[src/mpu_settings.svh]
`ifndef MPU_SETTINGS_SVH
`define MPU_SETTINGS_SVH

// ==================================================
// address map, word addressed, 32-bit data
// ==================================================
`define MPU_WIN_BITS	4		// each peripheral owns 16 words
`define MPU_PIT_BASE	16'h0100	// interval timer window
`define MPU_PIC_BASE	16'h0200	// interrupt controller window

// ==================================================
// interval timer block
// ==================================================
`define MPU_PIT_COUNTERS	3
// counter k sits at offset 4k, low two offset bits pick the register
`define MPU_PIT_RELOAD	2'd0	// r/w, a write also loads the count
`define MPU_PIT_COUNT	2'd1	// read only
`define MPU_PIT_CTRL	2'd2	// bit 0 enable, bit 1 auto-reload

// ==================================================
// interrupt controller
// ==================================================
`define MPU_IRQ_SOURCES	32
`define MPU_EXT_SOURCES	29	// sources 29..31 are the timer outputs
`define MPU_PIC_ENABLE	4'd0	// r/w enable mask
`define MPU_PIC_PENDING	4'd1	// read only
`define MPU_PIC_CLEAR	4'd2	// write only, data[4:0] names the bit
`define MPU_PIC_CAUSE	4'd3	// read only, 0 when nothing active

`endif
[src/mpu_pkg.sv]
package mpu_pkg;

	// ==================================================
	// bus types shared by master, decoder and slaves
	// ==================================================

	// one single-word request from the master
	// stb is a one-cycle strobe, no back-pressure
	typedef struct packed {
		logic        stb;	// request strobe
		logic        we;	// 1 = write, 0 = read
		logic [15:0] adr;	// word address
		logic [31:0] dat;	// write data
	} bus_req_t;

	// merged response back to the master
	typedef struct packed {
		logic        ack;	// one cycle per strobe
		logic        err;	// unmapped address
		logic [31:0] dat;	// read data, 0 on error
	} bus_rsp_t;

	// reply of one peripheral
	// ack only when that peripheral was selected
	typedef struct packed {
		logic        ack;
		logic [31:0] dat;
	} slave_rsp_t;

	// widths, handy for checks and casts
	localparam int BUS_REQ_W   = $bits(bus_req_t);	// 50
	localparam int BUS_RSP_W   = $bits(bus_rsp_t);	// 34
	localparam int SLAVE_RSP_W = $bits(slave_rsp_t);	// 33

	// idle values
	localparam bus_req_t   BUS_REQ_IDLE   = '0;
	localparam bus_rsp_t   BUS_RSP_IDLE   = '0;
	localparam slave_rsp_t SLAVE_RSP_IDLE = '0;

endpackage

[src/mpu_periph.sv]
`timescale 1ns/10ps
`include "mpu_settings.svh"

// peripheral cluster top
// window decode, strobe gating, timer block, interrupt controller, merger
module mpu_periph import mpu_pkg::*; (
	input  logic                         clk_i,
	input  logic                         rst_i,
	input  bus_req_t                     req_i,
	output bus_rsp_t                     rsp_o,
	input  logic [`MPU_EXT_SOURCES-1:0]  irq_src_i,	// external sources 0..28
	output logic                         irq_o,
	output logic [4:0]                   cause_o,
	output logic [`MPU_PIT_COUNTERS-1:0] pit_out_o
);

	localparam logic [15:0] PIT_BASE = `MPU_PIT_BASE;
	localparam logic [15:0] PIC_BASE = `MPU_PIC_BASE;
	localparam int          WB       = `MPU_WIN_BITS;

	logic       cs_pit;
	logic       cs_pic;
	logic       unmapped;
	bus_req_t   pit_req;
	bus_req_t   pic_req;
	slave_rsp_t pit_rsp;
	slave_rsp_t pic_rsp;
	logic [`MPU_IRQ_SOURCES-1:0] pic_src;

	// ==================================================
	// chip selects, 16-word windows
	// ==================================================
	assign cs_pit   = (req_i.adr[15:WB] == PIT_BASE[15:WB]);
	assign cs_pic   = (req_i.adr[15:WB] == PIC_BASE[15:WB]);
	assign unmapped = req_i.stb & ~cs_pit & ~cs_pic;	// gets the error reply

	// each slave only sees its own strobe
	always_comb begin
		pit_req     = req_i;
		pit_req.stb = req_i.stb & cs_pit;
		pic_req     = req_i;
		pic_req.stb = req_i.stb & cs_pic;
	end

	// timer outputs on the top three sources
	// counter 0 is the time slice on 31
	assign pic_src = {pit_out_o[0], pit_out_o[1], pit_out_o[2], irq_src_i};

	mpu_pit u_pit (
		.clk_i     (clk_i),
		.rst_i     (rst_i),
		.req_i     (pit_req),
		.rsp_o     (pit_rsp),
		.pit_out_o (pit_out_o)
	);

	mpu_pic u_pic (
		.clk_i   (clk_i),
		.rst_i   (rst_i),
		.req_i   (pic_req),
		.rsp_o   (pic_rsp),
		.src_i   (pic_src),
		.irq_o   (irq_o),
		.cause_o (cause_o)
	);

	mpu_rsp_merge u_rsp_merge (
		.clk_i      (clk_i),
		.rst_i      (rst_i),
		.pit_rsp_i  (pit_rsp),
		.pic_rsp_i  (pic_rsp),
		.unmapped_i (unmapped),
		.rsp_o      (rsp_o)
	);

endmodule

[src/mpu_rsp_merge.sv]
`timescale 1ns/10ps

// response merger
// one registered bus response out of the slave replies
module mpu_rsp_merge import mpu_pkg::*; (
	input  logic       clk_i,
	input  logic       rst_i,
	input  slave_rsp_t pit_rsp_i,
	input  slave_rsp_t pic_rsp_i,
	input  logic       unmapped_i,	// strobe that hit no window
	output bus_rsp_t   rsp_o
);

	logic        unmapped_q;	// lined up with the slave replies
	logic [31:0] dat_nx;

	// unmapped flag takes one edge, same as a slave
	always_ff @(posedge clk_i) begin
		if (rst_i)
			unmapped_q <= 1'b0;
		else
			unmapped_q <= unmapped_i;
	end

	// ==================================================
	// data select, pic over pit
	// ==================================================
	always_comb begin
		if (pic_rsp_i.ack)
			dat_nx = pic_rsp_i.dat;
		else if (pit_rsp_i.ack)
			dat_nx = pit_rsp_i.dat;
		else
			dat_nx = '0;	// error reply carries 0
	end

	// ack is the OR of every source
	always_ff @(posedge clk_i) begin
		rsp_o.dat <= dat_nx;
		if (rst_i) begin
			rsp_o.ack <= 1'b0;
			rsp_o.err <= 1'b0;
		end else begin
			rsp_o.ack <= pic_rsp_i.ack | pit_rsp_i.ack | unmapped_q;
			rsp_o.err <= unmapped_q;
		end
	end

endmodule

[src/mpu_pic.sv]
`timescale 1ns/10ps
`include "mpu_settings.svh"

// interrupt controller
// edge latched sources, enable mask, lowest index wins
module mpu_pic import mpu_pkg::*; (
	input  logic                                clk_i,
	input  logic                                rst_i,
	input  bus_req_t                            req_i,	// stb already gated
	output slave_rsp_t                          rsp_o,
	input  logic [`MPU_IRQ_SOURCES-1:0]         src_i,
	output logic                                irq_o,
	output logic [$clog2(`MPU_IRQ_SOURCES)-1:0] cause_o
);

	localparam int NSRC = `MPU_IRQ_SOURCES;
	localparam int CW   = $clog2(`MPU_IRQ_SOURCES);

	logic [NSRC-1:0] src_s;		// sampled sources
	logic [NSRC-1:0] src_d;		// one cycle older copy
	logic [NSRC-1:0] rise;		// rising edges this cycle
	logic [NSRC-1:0] enable_q;
	logic [NSRC-1:0] pending_q;
	logic [NSRC-1:0] clr_mask;
	logic [NSRC-1:0] active;	// pending and enabled
	logic [CW-1:0]   cause_nx;
	logic [`MPU_WIN_BITS-1:0] offs;
	logic            wr_en;
	logic            wr_clr;
	logic [31:0]     rd_dat;

	assign offs   = req_i.adr[`MPU_WIN_BITS-1:0];
	assign wr_en  = req_i.stb && req_i.we && (offs == `MPU_PIC_ENABLE);
	assign wr_clr = req_i.stb && req_i.we && (offs == `MPU_PIC_CLEAR);

	// ==================================================
	// edge detect and pending
	// ==================================================
	assign rise     = src_s & ~src_d;
	assign clr_mask = wr_clr ? (NSRC'(1) << req_i.dat[CW-1:0]) : '0;
	assign active   = pending_q & enable_q;

	always_ff @(posedge clk_i) begin
		if (rst_i) begin
			src_s     <= '0;
			src_d     <= '0;
			pending_q <= '0;
			enable_q  <= '0;
		end else begin
			src_s <= src_i;
			src_d <= src_s;
			// new edge beats its own clear
			pending_q <= (pending_q & ~clr_mask) | rise;
			if (wr_en)
				enable_q <= req_i.dat;
		end
	end

	// ==================================================
	// priority encoder
	// ==================================================
	always_comb begin
		cause_nx = '0;	// 0 when idle
		for (int i = NSRC - 1; i >= 0; i--) begin
			if (active[i])
				cause_nx = CW'(i);	// downward scan, lowest index ends up here
		end
	end

	always_ff @(posedge clk_i) begin
		if (rst_i) begin
			irq_o   <= 1'b0;
			cause_o <= '0;
		end else begin
			irq_o   <= |active;
			cause_o <= cause_nx;
		end
	end

	// ==================================================
	// bus side
	// ==================================================
	always_comb begin
		case (offs)
			`MPU_PIC_ENABLE:  rd_dat = enable_q;
			`MPU_PIC_PENDING: rd_dat = pending_q;
			`MPU_PIC_CAUSE:   rd_dat = {{(32 - CW){1'b0}}, cause_o};
			default:          rd_dat = '0;	// clear reads back 0
		endcase
	end

	always_ff @(posedge clk_i) begin
		rsp_o.dat <= rd_dat;
		if (rst_i)
			rsp_o.ack <= 1'b0;
		else
			rsp_o.ack <= req_i.stb;	// one ack per strobe
	end

endmodule

[src/mpu_pit.sv]
`timescale 1ns/10ps
`include "mpu_settings.svh"

// interval timer block
// three down-counters, reload, auto-reload, one-cycle pulse on expiry
module mpu_pit import mpu_pkg::*; (
	input  logic                         clk_i,
	input  logic                         rst_i,
	input  bus_req_t                     req_i,	// stb already gated by the select
	output slave_rsp_t                   rsp_o,
	output logic [`MPU_PIT_COUNTERS-1:0] pit_out_o
);

	localparam int NCNT = `MPU_PIT_COUNTERS;

	logic [31:0]     reload_q [NCNT];	// reload value per counter
	logic [31:0]     count_q [NCNT];	// running count
	logic [NCNT-1:0] en_q;			// counting enabled
	logic [NCNT-1:0] auto_q;		// reload on expiry

	logic [1:0]      sel_idx;	// counter picked by the address
	logic [1:0]      sel_reg;	// register within the counter
	logic            wr_stb;
	logic [NCNT-1:0] wr_reload;
	logic [NCNT-1:0] wr_ctrl;
	logic [31:0]     rd_dat;

	assign sel_idx = req_i.adr[3:2];
	assign sel_reg = req_i.adr[1:0];
	assign wr_stb  = req_i.stb & req_i.we;

	// ==================================================
	// register decode
	// ==================================================
	always_comb begin
		rd_dat = '0;	// unused offsets read 0
		for (int k = 0; k < NCNT; k++) begin
			wr_reload[k] = wr_stb && (sel_idx == 2'(k)) && (sel_reg == `MPU_PIT_RELOAD);
			wr_ctrl[k]   = wr_stb && (sel_idx == 2'(k)) && (sel_reg == `MPU_PIT_CTRL);
			if (sel_idx == 2'(k)) begin
				case (sel_reg)
					`MPU_PIT_RELOAD: rd_dat = reload_q[k];
					`MPU_PIT_COUNT:  rd_dat = count_q[k];
					`MPU_PIT_CTRL:   rd_dat = {30'd0, auto_q[k], en_q[k]};
					default:         rd_dat = '0;
				endcase
			end
		end
	end

	// ==================================================
	// counters
	// ==================================================
	always_ff @(posedge clk_i) begin
		if (rst_i) begin
			for (int k = 0; k < NCNT; k++) begin
				reload_q[k] <= '0;
				count_q[k]  <= '0;
			end
			en_q      <= '0;
			auto_q    <= '0;
			pit_out_o <= '0;
		end else begin
			for (int k = 0; k < NCNT; k++) begin
				pit_out_o[k] <= 1'b0;	// pulse lasts one cycle
				if (wr_reload[k]) begin
					reload_q[k] <= req_i.dat;	// bus write wins over the tick
					count_q[k]  <= req_i.dat;
				end else if (en_q[k]) begin
					if (count_q[k] == 32'd1) begin
						pit_out_o[k] <= 1'b1;	// expiry
						count_q[k]   <= auto_q[k] ? reload_q[k] : 32'd0;
					end else if (count_q[k] != 32'd0) begin
						count_q[k] <= count_q[k] - 32'd1;
					end
				end
				// control, one-shot drops enable once it runs out
				if (wr_ctrl[k]) begin
					en_q[k]   <= req_i.dat[0];
					auto_q[k] <= req_i.dat[1];
				end else if (en_q[k] && !auto_q[k] && !wr_reload[k]
						&& count_q[k] <= 32'd1) begin
					en_q[k] <= 1'b0;
				end
			end
		end
	end

	// registered reply, ack one edge after the strobe
	always_ff @(posedge clk_i) begin
		rsp_o.dat <= rd_dat;
		if (rst_i)
			rsp_o.ack <= 1'b0;
		else
			rsp_o.ack <= req_i.stb;
	end

endmodule

[config.mk]
export PLATFORM = sky130hd
export DESIGN_NAME = mpu_periph
export DESIGN_NICKNAME = d
export VERILOG_FILES = /design/src/mpu_pkg.sv /design/src/mpu_periph.sv /design/src/mpu_rsp_merge.sv /design/src/mpu_pic.sv /design/src/mpu_pit.sv
export VERILOG_INCLUDE_DIRS = /design/src
export SDC_FILE = /design/constraint.sdc
export NUM_CORES = 1
export LEC_CHECK = 0
export BUFFER_PORTS_ARGS = -buffer_cell sky130_fd_sc_hd__buf_4
export CAP_MARGIN = 20
export CORE_AREA = 2 2 198 200
export DETAILED_ROUTE_END_ITERATION = 16
export DIE_AREA = 0 0 200 202
export MAX_ROUTING_LAYER = met4
export PLACE_DENSITY = 0.72
export SYNTH_ARGS = -nofsm -noshare
export SYNTH_HDL_FRONTEND = slang
export SYNTH_SLANG_ARGS = --single-unit
[constraint.sdc]
create_clock -name clk_i -period 5.7 [get_ports clk_i]
set_input_delay 0 -clock clk_i [delete_from_list [all_inputs] [get_ports clk_i]]
set_output_delay 0 -clock clk_i [all_outputs]
set_load 0.02 [all_outputs]
==> summary.md <==
- result of the run: complete, no violations
- net count after synthesis: 1,911
- critical path cell sequence: nor4_1 > nand2_1 > or4_1 > o21bai_4 > buf_4 > a31oi_4 > a221o_1
- routed length per instance: 24.1 um
- Max VDD drop: 212 uV
- Clock Root Buffer: clkbuf_16
- Max Clock Freq: 238 MHz
- post-synthesis to final-layout area growth: 19.5%
- origin of the critical flop-to-flop path: u_pit.count_q[0][11]
- crit path capture type: flop
- Worst-Skew Late Latency: 0.60 ns
- setup slack at placement: 1.61 ns
- power density normalized to cell area: 292 nW/um^2
- Worst Setup Slack, final: 1.49 ns
- number of sinks handled by clock tree synthesis: 436
- Pre-Repair DR Iteration Count: 6
- hold-critical path depth: 3
- I/O pins: 124
- footprint of the flip-flops and latches: 10,700 sq um
- final critical path time including I/O delays and setup: 4.21 ns
- pin count of the biggest net entering global routing: 85
- cell leakage power: 8.68 nW
- slowest library cell on the worst path: nor4_1
- end point of the worst hold path: u_pit.rsp_o[0]
- floorplan row count: 72
- port buffer count: 123
- portion of the post-synthesis area used by sequential elements: 55.3%
- post-layout total power: 6.73 mW
- sum of overflow across all layers after global routing: 0
- vias after detailed routing: 15,700
- post-DP HPWL: 41.7 mm
- Data arrival, critical path: 4.53 ns
- DRC Markers: 0
- actual transition at the worst max-transition pin: 1.08 ns
- Max Transition Viols Final: 0
- required time of the critical path: 6.03 ns
- die outline height: 202 um
- total number of nets in the final design: 2,097
- maximum root-to-sink buffer count: 3
- total negative setup slack: 0 ns
- residual antenna-violating net count after detailed routing: 0
- count of different cell masters after synthesis: 64
- Die X-Extent: 200 um
- area occupied by multi-input gates: 8110 sq um
- count of flip-flops with a built-in enable after synthesis: 192
- via count of the first global-routing pass: 15,400
- CTS Buf Count: 45
- Final GP Congestion: 0.960
- initial antenna violation count: 0
- die area: 40,400 sq um
- max capacitance violation total: 0
- Seq cells post-synth: 436
- worst clock skew on the final layout: 0.0182 ns
- fraction of final layout cells with drive strength greater than 1: 12.4%
- worst min-delay path class: in -> reg
- hold violation count in the final report: 0
- post-CTS setup buffer count: 0
- setup repair after global routing missed its margin: false
- delay contributed by the slowest stage of the critical path: 0.71 ns
- Design Area, Final: 23,000 sq um
- crit path launch type: flop
- worst hold margin: 0.0460 ns
- kind of cell with the highest combined delay on the critical path: simple AND/OR/NAND/NOR gates
- FF-to-FF End: u_pit.count_q[2][22]
- number of cells on the critical path: 7
- setup violation total in the final timing report: 0
- filler instances: 3,157
- Core Box Area: 38,300 sq um
- worst reg-to-reg setup slack: 1.49 ns
- clock-pin slew reported for the worst setup and hold paths after clock tree synthesis: 0.06 ns
- highest net fanout along the worst path: 34
- Max-slew headroom: 28.0%
- clock tree from TritonCTS: yes
- cell count after synthesis: 1,823
- hold_sp: req_i[33]
- Synth Area per Inst: 10.6 sq um
- number of synthesis warnings: 0
- Crit. Startpoint: u_pit.count_q[0][11]
- effective utilization at floorplan: 50.3%
- critical path start-end classification: reg -> reg
- commonest register cell after synthesis: dfxtp_1
- total placed instance area: 20,700 sq um
- crit share post-route: 73.8%
- Post-synth ARST share: 0%
- first-pass GRT wire length: 92.1 mm
- post-synth design cell area: 19,300 sq um
- DRT iter0 DRCs: 2,024
- diode count: 0
- combined buffer and inverter count along the critical path: 1
- maximum level of the CTS H-tree: 2
- Via density: 6.14
- cells on worst reg2reg path: 7
- overall global routing resource usage: 31.4%
- total wire length: 61.7 mm
## worst max path at each step
stage,endpoint,slack [ns]
after floorplan,u_pit.count_q[0][0],1.11
after global placement,u_pit.count_q[2][27],1.77
after detailed placement,u_pit.count_q[2][22],1.61
after CTS,u_pit.count_q[2][22],1.60
after global routing,u_pit.count_q[2][23],1.19
final,u_pit.count_q[2][22],1.49
## area by class of cell
| cell class | instances | share of cell area [%] |
|---|---|---|
| Multi-Input combinational cell | 1261 | 35.3 |
| Sequential cell | 436 | 46.3 |
| Clock inverter | 26 | 1.01 |
| Clock buffer | 57 | 5.13 |
| Timing Repair Buffer | 251 | 9.29 |
| Tap cell | 518 | 2.82 |
| Inverter | 14 | 0.228 |
## power by group
group          internal [mW]  switching [mW]
registers               3.37          0.0890
logic                  0.180           0.253
clock network           1.58            1.26
total                   5.13            1.60
## cells in the final DEF, fill, tap and decap left out, drive strengths merged, types with 21 or more instances in the layout
cell,netlist,routed
nor3,36,36
o21ai,57,57
a21oi,144,144
nor2b,73,73
a22oi,81,81
dfxtp,244,244
a221o,29,29
clkinv,0,21
clkbuf,79,58
a22o,64,64
o211ai,27,27
nand2,166,166
buf,33,157
and2,37,37
nand2b,52,52
nand3,25,25
nor4,37,37
nor2,128,128
mux2i,97,97
edfxtp,192,192
dlygate4sd3,0,93
xor2,61,61
## synthesized netlist by cell type, drive strengths merged, types with 52 or more instances
library cell    n  area share (%)
a21oi         144             3.7
clkbuf         79             1.5
a22o           64             2.9
nand2b         52             1.7
a22oi          81             3.2
o21ai          57             1.6
nor2          128             2.5
nor2b          73             2.4
mux2i          97             5.0
dfxtp         244              25
xor2           61             2.8
nand2         166             3.2
edfxtp        192              30
## stage by stage
step / instances / util, %
2_1_floorplan: 1823 / -
3_3_place_gp: 2385 / 53.9
3_5_place_dp: 2386 / 54.0
4_1_cts: 2562 / 60.1
5_1_grt: 2563 / 60.1
6_report: 2563 / 60.1
## worst reg2reg max path, delay by kind of cell, from the launching register on
family	cells	cell delay, ns
simple gates	3	1.88
compound gates	3	1.19
flops	1	0.44
buf+inv	1	0.43
## metal layers
metal  vias to the layer above  part of all wire (%)  global-route usage (%)
met5                         -                     0                       -
met4                         0                   4.7                    14.0
met3                       159                   8.6                    5.89
met2                       875                    46                    47.6
met1                      7624                    41                    41.0
li1                       7069                     -                       -
## flip-flops by register name (all words and copies together), names as in the netlist
signal	count
u_pic.enable_q	32
u_pic.cause_o	5
u_pic.src_d	32
u_rsp_merge.rsp_o	34
u_pic.pending_q	32
u_pit.rsp_o	33
u_pic.rsp_o	33
u_pit.pit_out_o	3
u_pic.src_s	32
u_rsp_merge.unmapped_q	1
u_pit.count_q	96
u_pic.irq_o	1
u_pit.reload_q	96
u_pit.auto_q	3
u_pit.en_q	3
## cell families (layout without fill, tap and decap cells)
group	after synthesis	after routing	share of synthesized area, %
flops	436	436	55.3
mux	104	104	5.51
compound gates	441	441	15.7
simple gates	630	630	16.7
fa+ha+maj	7	7	0.455
buf+inv	126	348	2.75
xor+xnor	79	79	3.59
## timing repair
action / in CTS / in global routing
gates resized for setup: 0 / 0
hold buffers: 93 / 0
endpoints found under the hold margin: 292 / 0
(Power assumes the default switching activity.)
